## src/verilog/pixel_pkg.sv

```systemverilog
`default_nettype none

package pixel_pkg;

    // display geometry.
    localparam int pixel_width = 40;
    localparam int pixel_height = 32;
    localparam int bytes_per_pixel = 3;  // byte 2 red, 1 green, 0 blue.

    // derived widths.
    localparam int row_bits = $clog2(pixel_height);
    localparam int col_bits = $clog2(pixel_width);
    localparam int col_bytes = (col_bits + 7) / 8;  // little-endian bytes on the wire.
    localparam int col_byte_bits = (col_bytes > 1) ? $clog2(col_bytes) : 1;
    localparam int sel_bits = $clog2(bytes_per_pixel);

    localparam int mem_bytes = pixel_height * pixel_width * bytes_per_pixel;
    localparam int addr_bits = $clog2(mem_bytes);

    // command opcodes.
    localparam logic [7:0] op_write_pixel = 8'h01;
    localparam logic [7:0] op_clear = 8'h02;

    typedef enum logic [1:0] {
        kind_none,
        kind_write_pixel,
        kind_clear
    } cmd_kind_t;

endpackage

`default_nettype wire
```

## src/verilog/mem_write_if.sv

```systemverilog
`timescale 1ns/1ps
`default_nettype none

interface mem_write_if;

    logic                             we;
    logic [pixel_pkg::row_bits-1:0]   row;
    logic [pixel_pkg::col_bits-1:0]   column;
    logic [pixel_pkg::sel_bits-1:0]   sel;     // colour byte index.
    logic [7:0]                       data;

    modport writer (
        output we, row, column, sel, data
    );

    modport buffer (
        input we, row, column, sel, data
    );

endinterface

`default_nettype wire

```

## src/verilog/cmd_clear.sv

```systemverilog
`timescale 1ns/1ps
`default_nettype none

module cmd_clear (
    input  wire              clk,
    input  wire              reset,
    input  wire [7:0]        byte_data,
    input  wire              take,
    output logic             done,
    output logic             busy,
    mem_write_if.writer      wr
);

    typedef enum logic [1:0] {
        st_color,
        st_sweep,
        st_final
    } clr_state_t;

    clr_state_t                        state;
    logic [7:0]                        color [pixel_pkg::bytes_per_pixel];
    logic [pixel_pkg::sel_bits-1:0]    cap_idx;
    logic [pixel_pkg::row_bits-1:0]    row_cnt;
    logic [pixel_pkg::col_bits-1:0]    col_cnt;
    logic [pixel_pkg::sel_bits-1:0]    sel_cnt;
    logic                              sel_last;
    logic                              col_last;
    logic                              row_last;

    assign busy = (state != st_color);
    assign sel_last = (sel_cnt == (pixel_pkg::sel_bits)'(pixel_pkg::bytes_per_pixel - 1));
    assign col_last = (col_cnt == (pixel_pkg::col_bits)'(pixel_pkg::pixel_width - 1));
    assign row_last = (row_cnt == (pixel_pkg::row_bits)'(pixel_pkg::pixel_height - 1));

    always_ff @(posedge clk or posedge reset) begin
        if (reset) begin
            state <= st_color;
            cap_idx <= (pixel_pkg::sel_bits)'(pixel_pkg::bytes_per_pixel - 1);
            row_cnt <= '0;
            col_cnt <= '0;
            sel_cnt <= '0;
            wr.we <= 1'b0;
            done <= 1'b0;
        end else begin
            done <= 1'b0;
            case (state)
                st_color: begin
                    wr.we <= 1'b0;
                    if (take) begin
                        cap_idx <= cap_idx - 1'b1;
                        if (cap_idx == '0) begin
                            cap_idx <= (pixel_pkg::sel_bits)'(pixel_pkg::bytes_per_pixel - 1);
                            state <= st_sweep;
                        end
                    end
                end
                st_sweep: begin
                    wr.we <= 1'b1;
                    sel_cnt <= sel_last ? '0 : sel_cnt + 1'b1;
                    if (sel_last) begin
                        col_cnt <= col_last ? '0 : col_cnt + 1'b1;
                        if (col_last) begin
                            row_cnt <= row_last ? '0 : row_cnt + 1'b1;
                            if (row_last) begin
                                done <= 1'b1;  // goes out with the final write.
                                state <= st_final;
                            end
                        end
                    end
                end
                default: begin
                    wr.we <= 1'b0;
                    state <= st_color;
                end
            endcase
        end
    end

    always_ff @(posedge clk) begin
        if (state == st_color && take) begin
            color[cap_idx] <= byte_data;  // first byte is red.
        end
        if (state == st_sweep) begin
            wr.row <= row_cnt;
            wr.column <= col_cnt;
            wr.sel <= sel_cnt;
            wr.data <= color[sel_cnt];
        end
    end

    a_no_take_busy: assert property (@(posedge clk) disable iff (reset)
        busy |-> !take);

endmodule

`default_nettype wire

```

## src/flat_wrapper.sv

```systemverilog
// flat-port wrapper written by rule: the top's interface ports become plain ports
module cmd_clear_flat 
  (clk, reset, byte_data, take, done, busy, wr_we, wr_row, wr_column, wr_sel, wr_data);
  mem_write_if wr_i ();
  input  wire clk;
  input  wire reset;
  input  wire [7:0] byte_data;
  input  wire take;
  output logic done;
  output logic busy;
  output wire logic [$bits(wr_i.we)-1:0] wr_we;
  output wire logic [$bits(wr_i.row)-1:0] wr_row;
  output wire logic [$bits(wr_i.column)-1:0] wr_column;
  output wire logic [$bits(wr_i.sel)-1:0] wr_sel;
  output wire logic [$bits(wr_i.data)-1:0] wr_data;
  assign wr_we = wr_i.we;
  assign wr_row = wr_i.row;
  assign wr_column = wr_i.column;
  assign wr_sel = wr_i.sel;
  assign wr_data = wr_i.data;
  cmd_clear u_core (.clk(clk), .reset(reset), .byte_data(byte_data), .take(take), .done(done), .busy(busy), .wr(wr_i));
endmodule
```

## config.mk

```make
export PLATFORM = sky130hd
export DESIGN_NAME = cmd_clear_flat
export DESIGN_NICKNAME = d
export VERILOG_FILES = /design/src/verilog/pixel_pkg.sv /design/src/verilog/mem_write_if.sv /design/src/verilog/cmd_clear.sv /design/src/flat_wrapper.sv
export SDC_FILE = /design/constraint.sdc
export NUM_CORES = 1
export LEC_CHECK = 0
export ABC_AREA = 0
export BUFFER_PORTS_ARGS = -buffer_cell sky130_fd_sc_hd__buf_4
export CAP_MARGIN = 20
export CORE_ASPECT_RATIO = 0.6
export CORE_MARGIN = 2
export CORE_UTILIZATION = 40
export CTS_BUF_LIST = sky130_fd_sc_hd__clkbuf_16
export DETAILED_ROUTE_END_ITERATION = 16
export GPL_TIMING_DRIVEN = 0
export PLACE_DENSITY = 0.61
export SLEW_MARGIN = 20
export SYNTH_ARGS = -nofsm -noshare
export SYNTH_HDL_FRONTEND = slang
export SYNTH_SLANG_ARGS = --single-unit
```

## constraint.sdc

```tcl
create_clock -name clk -period 3.4 [get_ports clk]
set_input_delay 0 -clock clk [delete_from_list [all_inputs] [get_ports clk]]
set_output_delay 0 -clock clk [all_outputs]
set_load 0.03 [all_outputs]
```

Word-level counts from Yosys, hierarchy flattened
Memories as Yosys holds them, arrays and structs flattened. A register that Yosys moved wholly into a read port is not among the register bits.
Index checks and enable logic that the tools add are counted.
{"block": "word_totals", "out_inout_bits": 24, "memories": 1, "ram_bits": 24, "reg_bits": 32, "wordCells": 49}
{"memory": "u_core.color", "words": 3, "word_bits": 8, "read_ports": 1, "rd_clocked_by_memory_dff": 1, "wr": 1, "line": "cmd_clear.sv:21", "source": "logic [7:0] color [pixel_pkg::bytes_per_pixel];"}
{"block": "op_classes", "n_eq_ne": 9, "addsub": 4, "reduce_logical": 8, "mux": 17}
{"cell": "2-bit 2-to-1 mux", "count": 7}
{"cell": "2-bit by 1-bit inequality test with 1-bit output, second input constant", "count": 4}
{"cell": "1-bit 2-to-1 mux", "count": 7}
{"cell": "6-bit by 1-bit adder with 6-bit output, second input constant", "count": 1}
{"cell": "6-bit == test, second input constant", "count": 1}
{"cell": "6-bit 2-to-1 mux", "count": 1}
{"cell": "5-bit by 1-bit adder with 5-bit output, second input constant", "count": 1}
{"cell": "5-bit == test, second input constant", "count": 1}
{"cell": "5-bit 2-to-1 mux", "count": 1}
{"cell": "5-bit AND reduction", "count": 1}
{"cell": "2-bit zero test", "count": 2}
{"cell": "2-bit one-hot mux with 2 select lines", "count": 1}
{"cell": "2-bit AND reduction", "count": 2}
{"cell": "3-bit AND reduction", "count": 1}
{"cell": "2-bit by 1-bit adder with 2-bit output, second input constant", "count": 1}
{"cell": "2-bit by 1-bit == test with 1-bit output, second input constant", "count": 1}
{"cell": "2-bit == test, second input constant", "count": 1}
{"cell": "2-bit inequality test, second input constant", "count": 1}
{"cell": "2-bit nonzero test", "count": 1}
{"cell": "2-bit by 1-bit subtractor with 2-bit output, second input constant", "count": 1}
{"cell": "1-bit logical AND", "count": 1}

Longest topological paths before layout
Gate-level depths: netlist of run 1.
{"block": "depth", "depth_word": 5, "depth_mapped": 7, "depth_no_buf": 6}

Least setup slack after synthesis of run 1
No wires, ideal clock.
{"block": "synth_path", "path_type": "register -> register", "start": "reg u_core.state[1]", "end": "mem u_core.color[0][0], enable pin", "stages_incl_launch_ff": 4, "setup_time_ns": 0.336, "slack_ns": 1.731, "synth_period_minus_slack_ns": 1.669, "arrival_ns": 1.333, "cell_sequence": "dfrtp_1 -> or2_2 -> nor2_1 -> and2_1"}
{"block": "synth_between", "elab_chain_len": 4}
{"item": "start, declared", "line": "cmd_clear.sv:20", "source": "clr_state_t state;"}
{"item": "start signal, assigned", "line": "cmd_clear.sv:37", "source": "state <= st_color;"}
{"item": "start signal, assigned", "line": "cmd_clear.sv:53", "source": "state <= st_sweep;"}
{"item": "start signal, assigned", "line": "cmd_clear.sv:66", "source": "state <= st_final;"}
{"item": "2-bit zero test", "line": "cmd_clear.sv:80", "source": "if (state == st_color && take) begin"}
{"item": "1-bit logical AND", "line": "cmd_clear.sv:80"}
{"item": "1-bit 2-to-1 mux", "line": "cmd_clear.sv:80"}
{"item": "1-bit 2-to-1 mux (implied by the code)", "line": "cmd_clear.sv:81", "source": "color[cap_idx] <= byte_data;"}
{"item": "end, declared", "line": "cmd_clear.sv:21"}
No other way between the ends.

Final worst setup path of run 1
{"block": "layout_path", "start": "reg u_core.state[1]", "end": "mem u_core.color[0][2], enable pin"}
Same word-level chain as after synthesis.

==> qor_table.md, run 1 <==
| Result | This run | Unit |
| --- | --- | --- |
| Post-layout worst setup margin | 1.64 | ns |
| X dimension of the die | 106 | um |
| Main area contributors after synthesis | sky130_fd_sc_hd__edfxtp_1, sky130_fd_sc_hd__dfrtp_1, sky130_fd_sc_hd__mux2i_1 | - |
| Worst IR drop on VDD | 0.000365 | V |
| Global-route wire length before repair | 6530 | um |
| Via count of the first global-routing pass | 1303 | - |
| Post-synthesis instance area | 2470 | um^2 |
| Leakage power | 1.36 | nW |
| Cell variety after synth | 31 | - |
| Clock insertion delay at the later pin of the skew report | 0.32 | ns |
| Critical path required time | 3.37 | ns |
| Number of DRC violations after detailed-routing iteration 0 | 42 | - |
| Fraction of the yosys area taken by sequential cells | 73.9 | % |
| Post-CTS Setup Repair Bufs | 0 | - |
| Detailed-route via count | 1389 | - |
| Primary FF master, synth | sky130_fd_sc_hd__edfxtp_1 | - |
| Area taken by multi-input logic gates | 592 | um^2 |
| Element type at the critical path end | flip-flop | - |
| Hold EP | u_core.cap_idx[1] | - |
| Antenna violations before repair | 0 | - |
| Antenna-violating nets left | 0 | - |
| Yosys top cell area share | 54.6 | % |
| Clock tree sinks | 64 | - |
| FF/Latch Area | 1830 | um^2 |
| Number of port buffers | 34 | - |
| Vertical die dimension | 64.9 | um |
| Count of filler cells inserted in the layout | 517 | - |
| Area growth, synth to finish | 31.7 | % |
| Slew at the pin closest to its max-slew limit | 0.922 | ns |
| Cell with the most instances after synthesis | sky130_fd_sc_hd__edfxtp_1 | - |
| Number of instances in the synthesized netlist | 161 | - |
| Most area-hungry cell type in the Yosys netlist | sky130_fd_sc_hd__edfxtp_1 | - |
| Placement Setup Slack | 1.61 | ns |
| CTS H-Tree Depth | 3 | - |
| Pins Over Slew Limit | 0 | - |
| Clock tree from TritonCTS | yes | - |
| Syn nets | 179 | - |
| Final Cycle Share | 51.9 | % |
| Slew margin rel. | 38.5 | % |
| Standard-cell rows | 22 | - |
| Shortest period the worst path allows | 1.76 | ns |
| Cell depth of the worst hold path | 4 | - |
| Inserted Diodes | 0 | - |
| Post-detailed-route wirelength per cell | 13.2 | um |
| Max Clock Skew | 0.00506 | ns |
| Max Clock Freq | 567 | MHz |
| Total Die Area | 6850 | um^2 |
| Startpoint of the tightest hold check path | take | - |
| Ratio of cells with drive above 1 in the final layout | 25.9 | % |
| DRC errors left | 0 | - |
| Unrepaired setup endpoints after global routing | no | - |
| End of the worst register-to-register path | u_core.color[0][2] | - |
| Total gr overflow | 0 | - |
| Clock buffer count from CTS | 9 | - |
| Post-synthesis average cell area | 15.4 | um^2 |
| Number of enable flip-flop cells after synthesis | 45 | - |
| Accumulated negative setup slack | 0 | ns |
| Worst Path Arrival | 1.73 | ns |
| Async set or reset register ratio after synthesis | 29.7 | % |
| Fin. Hold Viols | 0 | - |
| Global Route Usage Sum | 13.2 | % |
| Number of top-level design ports | 35 | - |
| Via/cell ratio | 4.57 | - |
| DR pass1 iterations | 4 | - |
| Max-capacitance violation count | 0 | - |
| Flop and latch count out of synthesis | 64 | - |
| Area of the core | 6060 | um^2 |
| Max Buffers Root-to-Sink | 2 | - |
| Outcome | finished clean | - |
| Logic depth of the worst register-to-register path | 3 | - |
| Effective utilization at floorplan | 40.9 | % |
| Half-perimeter wire length after placement | 2600 | um |
| Nature of the critical path startpoint | flip-flop | - |
| Synth cell count leaders | sky130_fd_sc_hd__edfxtp_1, sky130_fd_sc_hd__dfrtp_1, sky130_fd_sc_hd__nand2_1 | - |
| Routability Congestion | 0.721 | - |
| Ys Warns | 0 | - |
| Root cell of the clock tree | sky130_fd_sc_hd__clkbuf_16 | - |
| Final-stage net count | 233 | - |
| Power Density | 921 | nW/um^2 |
| Startpoint of the lowest-slack register-to-register path | u_core.state[1] | - |
| Largest net degree at the start of global routing | 25 | - |
| Crit Path Max Fanout | 9 | - |
| Crit path kind | flip-flop to flip-flop | - |
| Count of final setup violators | 0 | - |
| Internal reg-to-reg setup slack | 1.64 | ns |
| Clock transition time at the flip-flop clock pins of the worst setup and hold paths | 0.05 | ns |
| Worst hold path type | input port to flip-flop | - |
| Final wirelength | 4010 | um |
[state kept, by name (all words and copies together) (netlist names)]
name	flops
u_core.done	1
u_core.wr.we	1
u_core.row_cnt	5
u_core.wr.row	5
u_core.wr.column	6
u_core.wr.sel	2
u_core.col_cnt	6
u_core.color	24
u_core.sel_cnt	2
u_core.cap_idx	2
u_core.wr.data	8
u_core.state	2
[area by class of cell]
type / instances / share of cell area [%]
plain buffers: 5 / 0.767
clock buffers: 9 / 6.91
clock inverters: 7 / 3.38
inverters: 8 / 0.921
repair buffers: 43 / 10.6
well taps: 84 / 3.22
multi-input cells: 84 / 18.2
flip-flops and latches: 64 / 56.1
[per-stage QoR]
step | hold WS (ns) | area (um^2) | utilization [%] | instances | power (mW)
final | 0.0606 | 3260 | 53.8 | 304 | 3.00
after global routing | 0.108 | 3260 | 53.8 | 304 | 3.16
after global placement | 0.179 | 2840 | 46.8 | 279 | 2.00
after floorplan | -0.0496 | 2470 | - | 161 | 1.72
after CTS | 0.0667 | 3260 | 53.8 | 304 | 3.04
after detailed placement | 0.185 | 2840 | 46.8 | 279 | 2.01
[placed cells by master (no fill, tap or decap), types with 2 or more instances in the layout]
cell type and instances:
sky130_fd_sc_hd__dlygate4sd3_1 9, sky130_fd_sc_hd__and2_1 4, sky130_fd_sc_hd__clkinv_1 3, sky130_fd_sc_hd__ha_1 7, sky130_fd_sc_hd__nor2_1 4, sky130_fd_sc_hd__o21ai_0 13, sky130_fd_sc_hd__nand3_1 3, sky130_fd_sc_hd__mux2i_1 10
sky130_fd_sc_hd__edfxtp_1 45, sky130_fd_sc_hd__mux2_2 2, sky130_fd_sc_hd__nand4_1 2, sky130_fd_sc_hd__clkbuf_16 9, sky130_fd_sc_hd__a31oi_1 2, sky130_fd_sc_hd__nand2b_1 2, sky130_fd_sc_hd__xnor2_1 2, sky130_fd_sc_hd__buf_4 35
sky130_fd_sc_hd__a21o_1 2, sky130_fd_sc_hd__nand2_1 16, sky130_fd_sc_hd__o21ai_1 2, sky130_fd_sc_hd__bufinv_16 3, sky130_fd_sc_hd__dfrtp_1 18, sky130_fd_sc_hd__and3_1 4, sky130_fd_sc_hd__o41ai_2 2, sky130_fd_sc_hd__clkbuf_1 2
sky130_fd_sc_hd__inv_1 8
[power breakdown]
group | switching, mW | leakage [nW] | internal [mW]
sequential | 0.0899 | 0.690 | 1.08
combinational | 0.523 | 0.510 | 0.287
clock | 0.309 | 0.162 | 0.708
total | 0.922 | 1.36 | 2.08
[how the worst max path moves through the flow]
stage,start,to,slack (ns),depth (start not counted)
after CTS,u_core.state[1],u_core.color[0][2],1.60,3
after global routing,u_core.state[1],u_core.color[0][2],1.47,3
after detailed placement,u_core.state[1],u_core.color[0][6],1.61,3
final,u_core.state[1],u_core.color[0][2],1.64,3
after global placement,u_core.state[1],u_core.color[0][6],1.61,3
after floorplan,u_core.state[1],u_core.color[0][0],1.73,3
[layer usage]
layer | GRT usage (%) | share of wire (%) | vias up
met5 | 0 | 0 | -
met1 | 17.8 | 50 | 647
met2 | 17.8 | 43 | 33
met4 | 7.40 | 2.2 | 0
li1 | - | - | 702
met3 | 5.43 | 5.4 | 7
[kinds of logic (layout without fill, tap and decap cells)]
| family | count (synthesis) | after routing | synth area share (%) |
|---|---|---|---|
| xor gates and xnor gates | 2 | 2 | 0.708 |
| AOI/OAI and AO/OA | 24 | 24 | 6.32 |
| muxes | 12 | 12 | 4.95 |
| adders and majority gates | 7 | 7 | 3.54 |
| buffers and inverters | 13 | 72 | 2.22 |
| and+or+nand+nor | 39 | 39 | 8.39 |
| DFF | 64 | 64 | 73.9 |
[repair_timing]
| item | in CTS | in global routing |
|---|---|---|
| hold endpoints to repair | 42 | 0 |
| resized for setup | 0 | 0 |
| setup endpoints to repair | 0 | 0 |
| hold buffers | 9 | 0 |
[critical path: stages (launching register included)]
cell	delay [ns]
sky130_fd_sc_hd__dfrtp_1	0.38
sky130_fd_sc_hd__or2_2	0.32
sky130_fd_sc_hd__nor2_1	0.27
sky130_fd_sc_hd__and2_1	0.44
Power figures use the tool's default switching activity.
==> run 2: changes to the inputs <==
Settings changed: PLACE_DENSITY 0.61 to 0.63.
Clock period 3.4 ns to 1.5 ns, I/O delays scaled along.
==> run 2 against run 1 <==
Compared with the run above: power increased by 120%; global-route usage grew 1.1 points; sequential power is 130% higher; flip-flop and latch count is the same; sequential share of layout area decreased by 0.66 points.
==> qor_table.md, run 2 (synthesized netlist as in run 1, its figures left out) <==
| Result | This run | Unit | vs previous |
| --- | --- | --- | --- |
| Worst hold path type | input port to flip-flop | - |  |
| Worst Path Arrival | 1.69 | ns | -0.04 ns |
| Routability Congestion | 0.693 | - | -3.8% |
| Half-perimeter wire length after placement | 2670 | um | +2.8% |
| Layout Cells excl Fill | 311 | - | +2.3% |
| Clock group share of total power | 27.1 | % | -6.8 points |
| Antenna-violating nets left | 0 | - | unchanged |
| Worst IR drop on VDD | 0.000668 | V | +83% |
| Clock insertion delay at the later pin of the skew report | 0.32 | ns | about the same |
| Final-stage net count | 240 | - | +3.0% |
| Critical path required time | 1.70 | ns | -1.67 ns |
| Ratio of cells with drive above 1 in the final layout | 34.8 | % | +8.9 points |
| Post-detailed-route wirelength per cell | 14.2 | um | +7.2% |
| Global-route wire length before repair | 7130 | um | +9.1% |
| Top library cells by usage in the layout, fill and taps aside | sky130_fd_sc_hd__edfxtp_1, sky130_fd_sc_hd__buf_4, sky130_fd_sc_hd__dfrtp_1 | - |  |
| Largest registers | u_core.color (24), u_core.wr.data (8) | - |  |
| Fraction of the core area covered by cells at the end of the flow | 54.5 | % | +0.68 points |
| Detailed-route via count | 1437 | - | +3.5% |
| Standard-cell rows | 22 | - | unchanged |
| Post-layout worst setup margin | 0.00932 | ns | -1.63 ns |
| Total gr overflow | 0 | - | unchanged |
| Cell family contributing the most delay on the critical path | simple AND/OR/NAND/NOR gates | - |  |
| Switching Power | 2.17 | mW | +140% |
| Count of final setup violators | 0 | - | unchanged |
| Hold slack final | 0.0435 | ns | -0.0171 ns |
| Clock tree sinks | 64 | - | unchanged |
| Global Route Usage Sum | 14.2 | % | +1.1 points |
| Max Clock Skew | 0.00746 | ns | +0.00240 ns |
| Slew at the pin closest to its max-slew limit | 0.764 | ns | -0.158 ns |
| Critical-path top delay cell | sky130_fd_sc_hd__dfrtp_1 | - |  |
| Placement Setup Slack | -0.253 | ns | -1.86 ns |
| Highest cell delay on the worst timing path | 0.40 | ns | -0.04 ns |
| Max-capacitance violation count | 0 | - | unchanged |
| Clock buffer count from CTS | 9 | - | unchanged |
| Area growth, synth to finish | 33.4 | % |  |
| Number of cells in the design after placement | 279 | - | unchanged |
| Clock transition time at the flip-flop clock pins of the worst setup and hold paths | 0.05 | ns | about the same |
| Clock tree from TritonCTS | yes | - |  |
| Slew margin rel. | 49.0 | % | +11 points |
| Final Cycle Share | 99.4 | % | +47 points |
| Flip-flop count of the largest register, all copies and words added | 24 | - | unchanged |
| Reg power frac | 41.0 | % | +1.9 points |
| Number of DRC violations after detailed-routing iteration 0 | 78 | - | +86% |
| Via count of the first global-routing pass | 1370 | - | +5.1% |
| Final wirelength | 4400 | um | +9.7% |
| Comb pwr share | 31.9 | % | +4.9 points |
| Commonest non-fill, non-tap cell in the layout | sky130_fd_sc_hd__edfxtp_1 | - |  |
| Area of the core | 6060 | um^2 | unchanged |
| Inserted Diodes | 0 | - | unchanged |
| Via/cell ratio | 4.62 | - | +1.1% |
| DR pass1 iterations | 4 | - | unchanged |
| Cell depth of the worst hold path | 4 | - | unchanged |
| Vertical die dimension | 64.9 | um | unchanged |
| Logic depth of the worst register-to-register path | 4 | - | +1 |
| Fin. Hold Viols | 0 | - | unchanged |
| Leakage power | 1.38 | nW | +1.1% |
| Largest net degree at the start of global routing | 20 | - | -20% |
| Total Die Area | 6850 | um^2 | unchanged |
| Element type at the critical path end | flip-flop | - |  |
| Number of buffers and inverters on the critical path | 1 | - | +1 |
| Nature of the critical path startpoint | flip-flop | - |  |
| Number of gates on the worst path with buffers counted | 4 | - | +1 |
| Crit path kind | flip-flop to flip-flop | - |  |
| Shortest period the worst path allows | 1.49 | ns | -0.274 ns |
| Internal power | 4.30 | mW | +110% |
| Number of port buffers | 34 | - | unchanged |
| Max Clock Freq | 671 | MHz | +18% |
| Effective utilization at floorplan | 40.9 | % | unchanged |
| Register name with the most flops | u_core.color | - |  |
| Switch share | 33.6 | % | +2.8 points |
| Antenna violations before repair | 0 | - | unchanged |
| DRC errors left | 0 | - | unchanged |
| Pins Over Slew Limit | 0 | - | unchanged |
| Count of filler cells inserted in the layout | 527 | - | +1.9% |
| Power Density | 1960 | nW/um^2 | +110% |
| Number of top-level design ports | 35 | - | unchanged |
| Critical path, cell by cell | nor4bb_2 > buf_4 > nand4_4 > mux2_2 | - |  |
| Root cell of the clock tree | sky130_fd_sc_hd__clkbuf_16 | - |  |
| X dimension of the die | 106 | um | unchanged |
| Outcome | finished clean | - |  |
| Max Buffers Root-to-Sink | 2 | - | unchanged |
| Accumulated negative setup slack | 0 | ns | unchanged |
| Crit Path Max Fanout | 5 | - | -4 |
| Unrepaired setup endpoints after global routing | yes | - |  |
| CTS H-Tree Depth | 3 | - | unchanged |
==> run 2: worst min-delay path, delay by kind of cell <==
family	cells	cell delay, ns
muxes	1	0.11
buffers and inverters	2	0.18
and+or+nand+nor	1	0.06
==> run 2: worst paths after layout <==
path,startpoint,to,slack [ns]
setup / recovery,u_core.sel_cnt[1],u_core.row_cnt[4],0.009
hold / removal,take,u_core.cap_idx[1],0.04
setup reg to reg,u_core.sel_cnt[1],u_core.row_cnt[4],0.009
hold reg to reg,u_core.row_cnt[4],u_core.wr.row[4],0.48
max in group asynchronous,reset,u_core.row_cnt[0],0.60
min in group asynchronous,reset,u_core.row_cnt[1],0.37
==> run 2: power groups by stage <==
stage	Combinational, mW	Clock [mW]	Sequential, mW
final	2.06	1.75	2.66
after global routing	2.23	1.89	2.71
after CTS	2.00	1.79	2.66
after detailed placement	1.86	0	2.70
after global placement	1.84	0	2.70
after floorplan	0.675	0	3.22
==> run 2: what timing repair did <==
action | in CTS | in global routing
setup buffers | 4 | 2
gates resized for setup | 8 | 10
endpoints found under the hold margin | 42 | 0
endpoints found under the setup margin | 56 | 15
pin swaps | 1 | 1
hold buffers | 9 | 0
gates cloned | 2 | 0
==> run 2: final cells by class <==
class | instances | area [um^2] | area share (%)
inverters | 8 | 33.8 | 1.02
clock buffers | 9 | 225 | 6.82
multi-input cells | 85 | 653 | 19.8
plain buffers | 4 | 22.5 | 0.682
flip-flops and latches | 64 | 1830 | 55.4
clock inverters | 7 | 31.3 | 0.947
repair buffers | 49 | 394 | 11.9
well taps | 84 | 105 | 3.18
repair inverters | 1 | 7.51 | 0.227
==> run 2: metal layers <==
metal | global-route usage [%] | vias up | part of all wire, %
li1 | - | 716 | -
met1 | 20.2 | 680 | 50
met2 | 19.3 | 37 | 43
met3 | 5.03 | 4 | 5.4
met4 | 6.91 | 0 | 1.0
met5 | 0 | - | 0
==> run 2: through the flow <==
step           area, um^2  total power [mW]
2_1_floorplan        2490              3.90
3_3_place_gp         2850              4.53
3_5_place_dp         2850              4.56
4_1_cts              3250              6.44
5_1_grt              3300              6.83
6_report             3300              6.48
==> run 3: changes to the inputs <==
Settings changed: PLACE_DENSITY 0.63 to 0.61.
Clock period 1.5 ns to 1.7 ns, I/O delays scaled along.
==> run 3 against run 2 <==
Compared with the run above: sequential share of layout area up 0.53 points; final area decreased by 0.95%; critical path type unchanged; critical endpoint unchanged; largest cell class unchanged; global-route usage is 1.0 points lower; largest power group unchanged; clock power up 17%; clock skew is 0.0025 ns lower; highest routed layer unchanged.
==> qor_table.md, run 3 (synthesized netlist as in run 1, its figures left out) <==
| Result | This run | Unit | vs previous |
| --- | --- | --- | --- |
| Outcome | finished clean | - |  |
| Area of the core | 6060 | um^2 | unchanged |
| Standard-cell rows | 22 | - | unchanged |
| Clock transition time at the flip-flop clock pins of the worst setup and hold paths | 0.05 | ns | about the same |
| Post-DP Area | 2840 | um^2 | -0.44% |
| Routability Congestion | 0.721 | - | +4.0% |
| Placement Setup Slack | -0.0911 | ns | +0.162 ns |
| Clock tree from TritonCTS | yes | - |  |
| Final Cycle Share | 92.8 | % | -6.6 points |
| Max Clock Skew | 0.00496 | ns | -0.00250 ns |
| Layout Cells excl Fill | 303 | - | -2.6% |
| Worst hold path type | input port to flip-flop | - |  |
| Post-layout worst setup margin | 0.123 | ns | +0.114 ns |
| Global-route wire length before repair | 6560 | um | -8.0% |
| Antenna-violating nets left | 0 | - | unchanged |
| Shortest period the worst path allows | 1.58 | ns | +0.0864 ns |
| Overall Power | 6.02 | mW | -7.0% |
| Power Density | 1840 | nW/um^2 | -6.1% |
| Fin. Hold Viols | 0 | - | unchanged |
| Final wirelength | 4040 | um | -8.3% |
| Final-stage net count | 232 | - | -3.3% |
| Commonest non-fill, non-tap cell in the layout | sky130_fd_sc_hd__edfxtp_1 | - |  |
| DR pass1 iterations | 4 | - | unchanged |
| Root cell of the clock tree | sky130_fd_sc_hd__clkbuf_16 | - |  |
| Number of DRC violations after detailed-routing iteration 0 | 44 | - | -44% |
| Max Clock Freq | 634 | MHz | -5.5% |
| Antenna violations before repair | 0 | - | unchanged |
| Ratio of cells with drive above 1 in the final layout | 29.2 | % | -5.6 points |
| Via/cell ratio | 4.58 | - | -0.93% |
| Area growth, synth to finish | 32.2 | % |  |
| Unrepaired setup endpoints after global routing | no | - |  |
| Post-CTS Setup Repair Bufs | 0 | - | -4 |
| Vertical die dimension | 64.9 | um | unchanged |
| Slew margin rel. | 49.6 | % | +0.56 points |
| Total gr overflow | 0 | - | unchanged |
| Register name with the most flops | u_core.color | - |  |
| Crit Path Max Fanout | 10 | - | +5 |
| Accumulated negative setup slack | 0 | ns | unchanged |
| X dimension of the die | 106 | um | unchanged |
| Pins Over Slew Limit | 0 | - | unchanged |
| Worst Path Arrival | 1.78 | ns | +0.09 ns |
| Flip-flop count of the largest register, all copies and words added | 24 | - | unchanged |
| DRC errors left | 0 | - | unchanged |
| Worst IR drop on VDD | 0.000727 | V | +8.8% |
| Largest net degree at the start of global routing | 25 | - | +25% |
| Largest registers | u_core.color (24), u_core.wr.data (8) | - |  |
| Top library cells by usage in the layout, fill and taps aside | sky130_fd_sc_hd__edfxtp_1, sky130_fd_sc_hd__buf_4, sky130_fd_sc_hd__dfrtp_1 | - |  |
| Slew at the pin closest to its max-slew limit | 0.755 | ns | -0.00841 ns |
| Critical path required time | 1.91 | ns | +0.21 ns |
| Number of cells in the design after placement | 279 | - | unchanged |
| Effective utilization at floorplan | 40.9 | % | unchanged |
| Detailed-route via count | 1387 | - | -3.5% |
| CTS H-Tree Depth | 3 | - | unchanged |
| Half-perimeter wire length after placement | 2600 | um | -2.7% |
| Leakage power | 1.36 | nW | -1.5% |
| Via count of the first global-routing pass | 1310 | - | -4.4% |
| Clock insertion delay at the later pin of the skew report | 0.32 | ns | about the same |
| Number of port buffers | 34 | - | unchanged |
| Global Route Usage Sum | 13.2 | % | -1.0 points |
| Clock tree sinks | 64 | - | unchanged |
| Max-capacitance violation count | 0 | - | unchanged |
| Count of final setup violators | 0 | - | unchanged |
| Inserted Diodes | 0 | - | unchanged |
| Crit path kind | flip-flop to flip-flop | - |  |
| Clock buffer count from CTS | 9 | - | unchanged |
| Max Buffers Root-to-Sink | 2 | - | unchanged |
| Nature of the critical path startpoint | flip-flop | - |  |
| Element type at the critical path end | flip-flop | - |  |
| Total Die Area | 6850 | um^2 | unchanged |
| Post-detailed-route wirelength per cell | 13.3 | um | -5.8% |
| Number of top-level design ports | 35 | - | unchanged |
| Final Instance Area | 3270 | um^2 | -0.95% |
-- run 3: cell types whose count changed in the layout (fill, tap and decap cells not counted), sizes merged --
cell and change:
buf -6, bufinv +3, inv -2, clkinv -1, clkinvlp -1, nand4 -1
-- run 3: area by class of cell --
type	instances	area [um^2]
inverter	8	33.8
multi-input combinational	84	601
sequential	64	1830
clock buffer	9	225
clock inverter	7	110
tap	84	105
fill	516	2790
buffer	4	21.3
timing repair buffer	43	345
-- run 3: where the power goes --
group	total [mW]	switching, mW	internal [mW]
sequential	2.35	0.182	2.17
clock	2.04	0.621	1.42
combinational	1.64	1.06	0.581
-- run 3: timing repair --
item                       4_1_cts  5_1_grt
setup endpoints to repair       26       30
resized for setup                4        5
hold endpoints to repair        42        0
pin swaps                        0        0
hold buffers                     9        0
-- run 3: metal layers --
layer	track usage (%)	routed length [um]	vias to the layer above
li1	-	-	697
met4	7.40	88	0
met2	18.1	1710	33
met3	5.43	205	7
met1	17.7	2030	650
met5	0	0	-
-- run 3: worst paths after layout --
path                                   start                 to  slack (ns)  cells past startpoint
min reg2reg                u_core.row_cnt[4]   u_core.wr.row[4]        0.48                      0
max reg2reg                u_core.sel_cnt[0]  u_core.row_cnt[4]        0.12                      4
min in group asynchronous              reset  u_core.row_cnt[1]        0.37                      3
min                                     take  u_core.cap_idx[1]        0.04                      4
max in group asynchronous              reset  u_core.row_cnt[0]        0.81                      3
max                        u_core.sel_cnt[0]  u_core.row_cnt[4]        0.12                      4
-- run 3: critical path, cell delays in order, from the launching register on --
cell	delay, ns
sky130_fd_sc_hd__dfrtp_1	0.43
sky130_fd_sc_hd__nor4bb_1	0.29
sky130_fd_sc_hd__buf_4	0.23
sky130_fd_sc_hd__nand4_4	0.20
sky130_fd_sc_hd__mux2_2	0.32
-- run 3: metrics by stage --
stage               utilization, %  hold WS [ns]
floorplan                        -       -0.0496
global placement              46.8         0.179
detailed placement            46.8         0.185
CTS                           54.0        0.0663
global route                  54.0        0.0620
finish                        54.0        0.0385
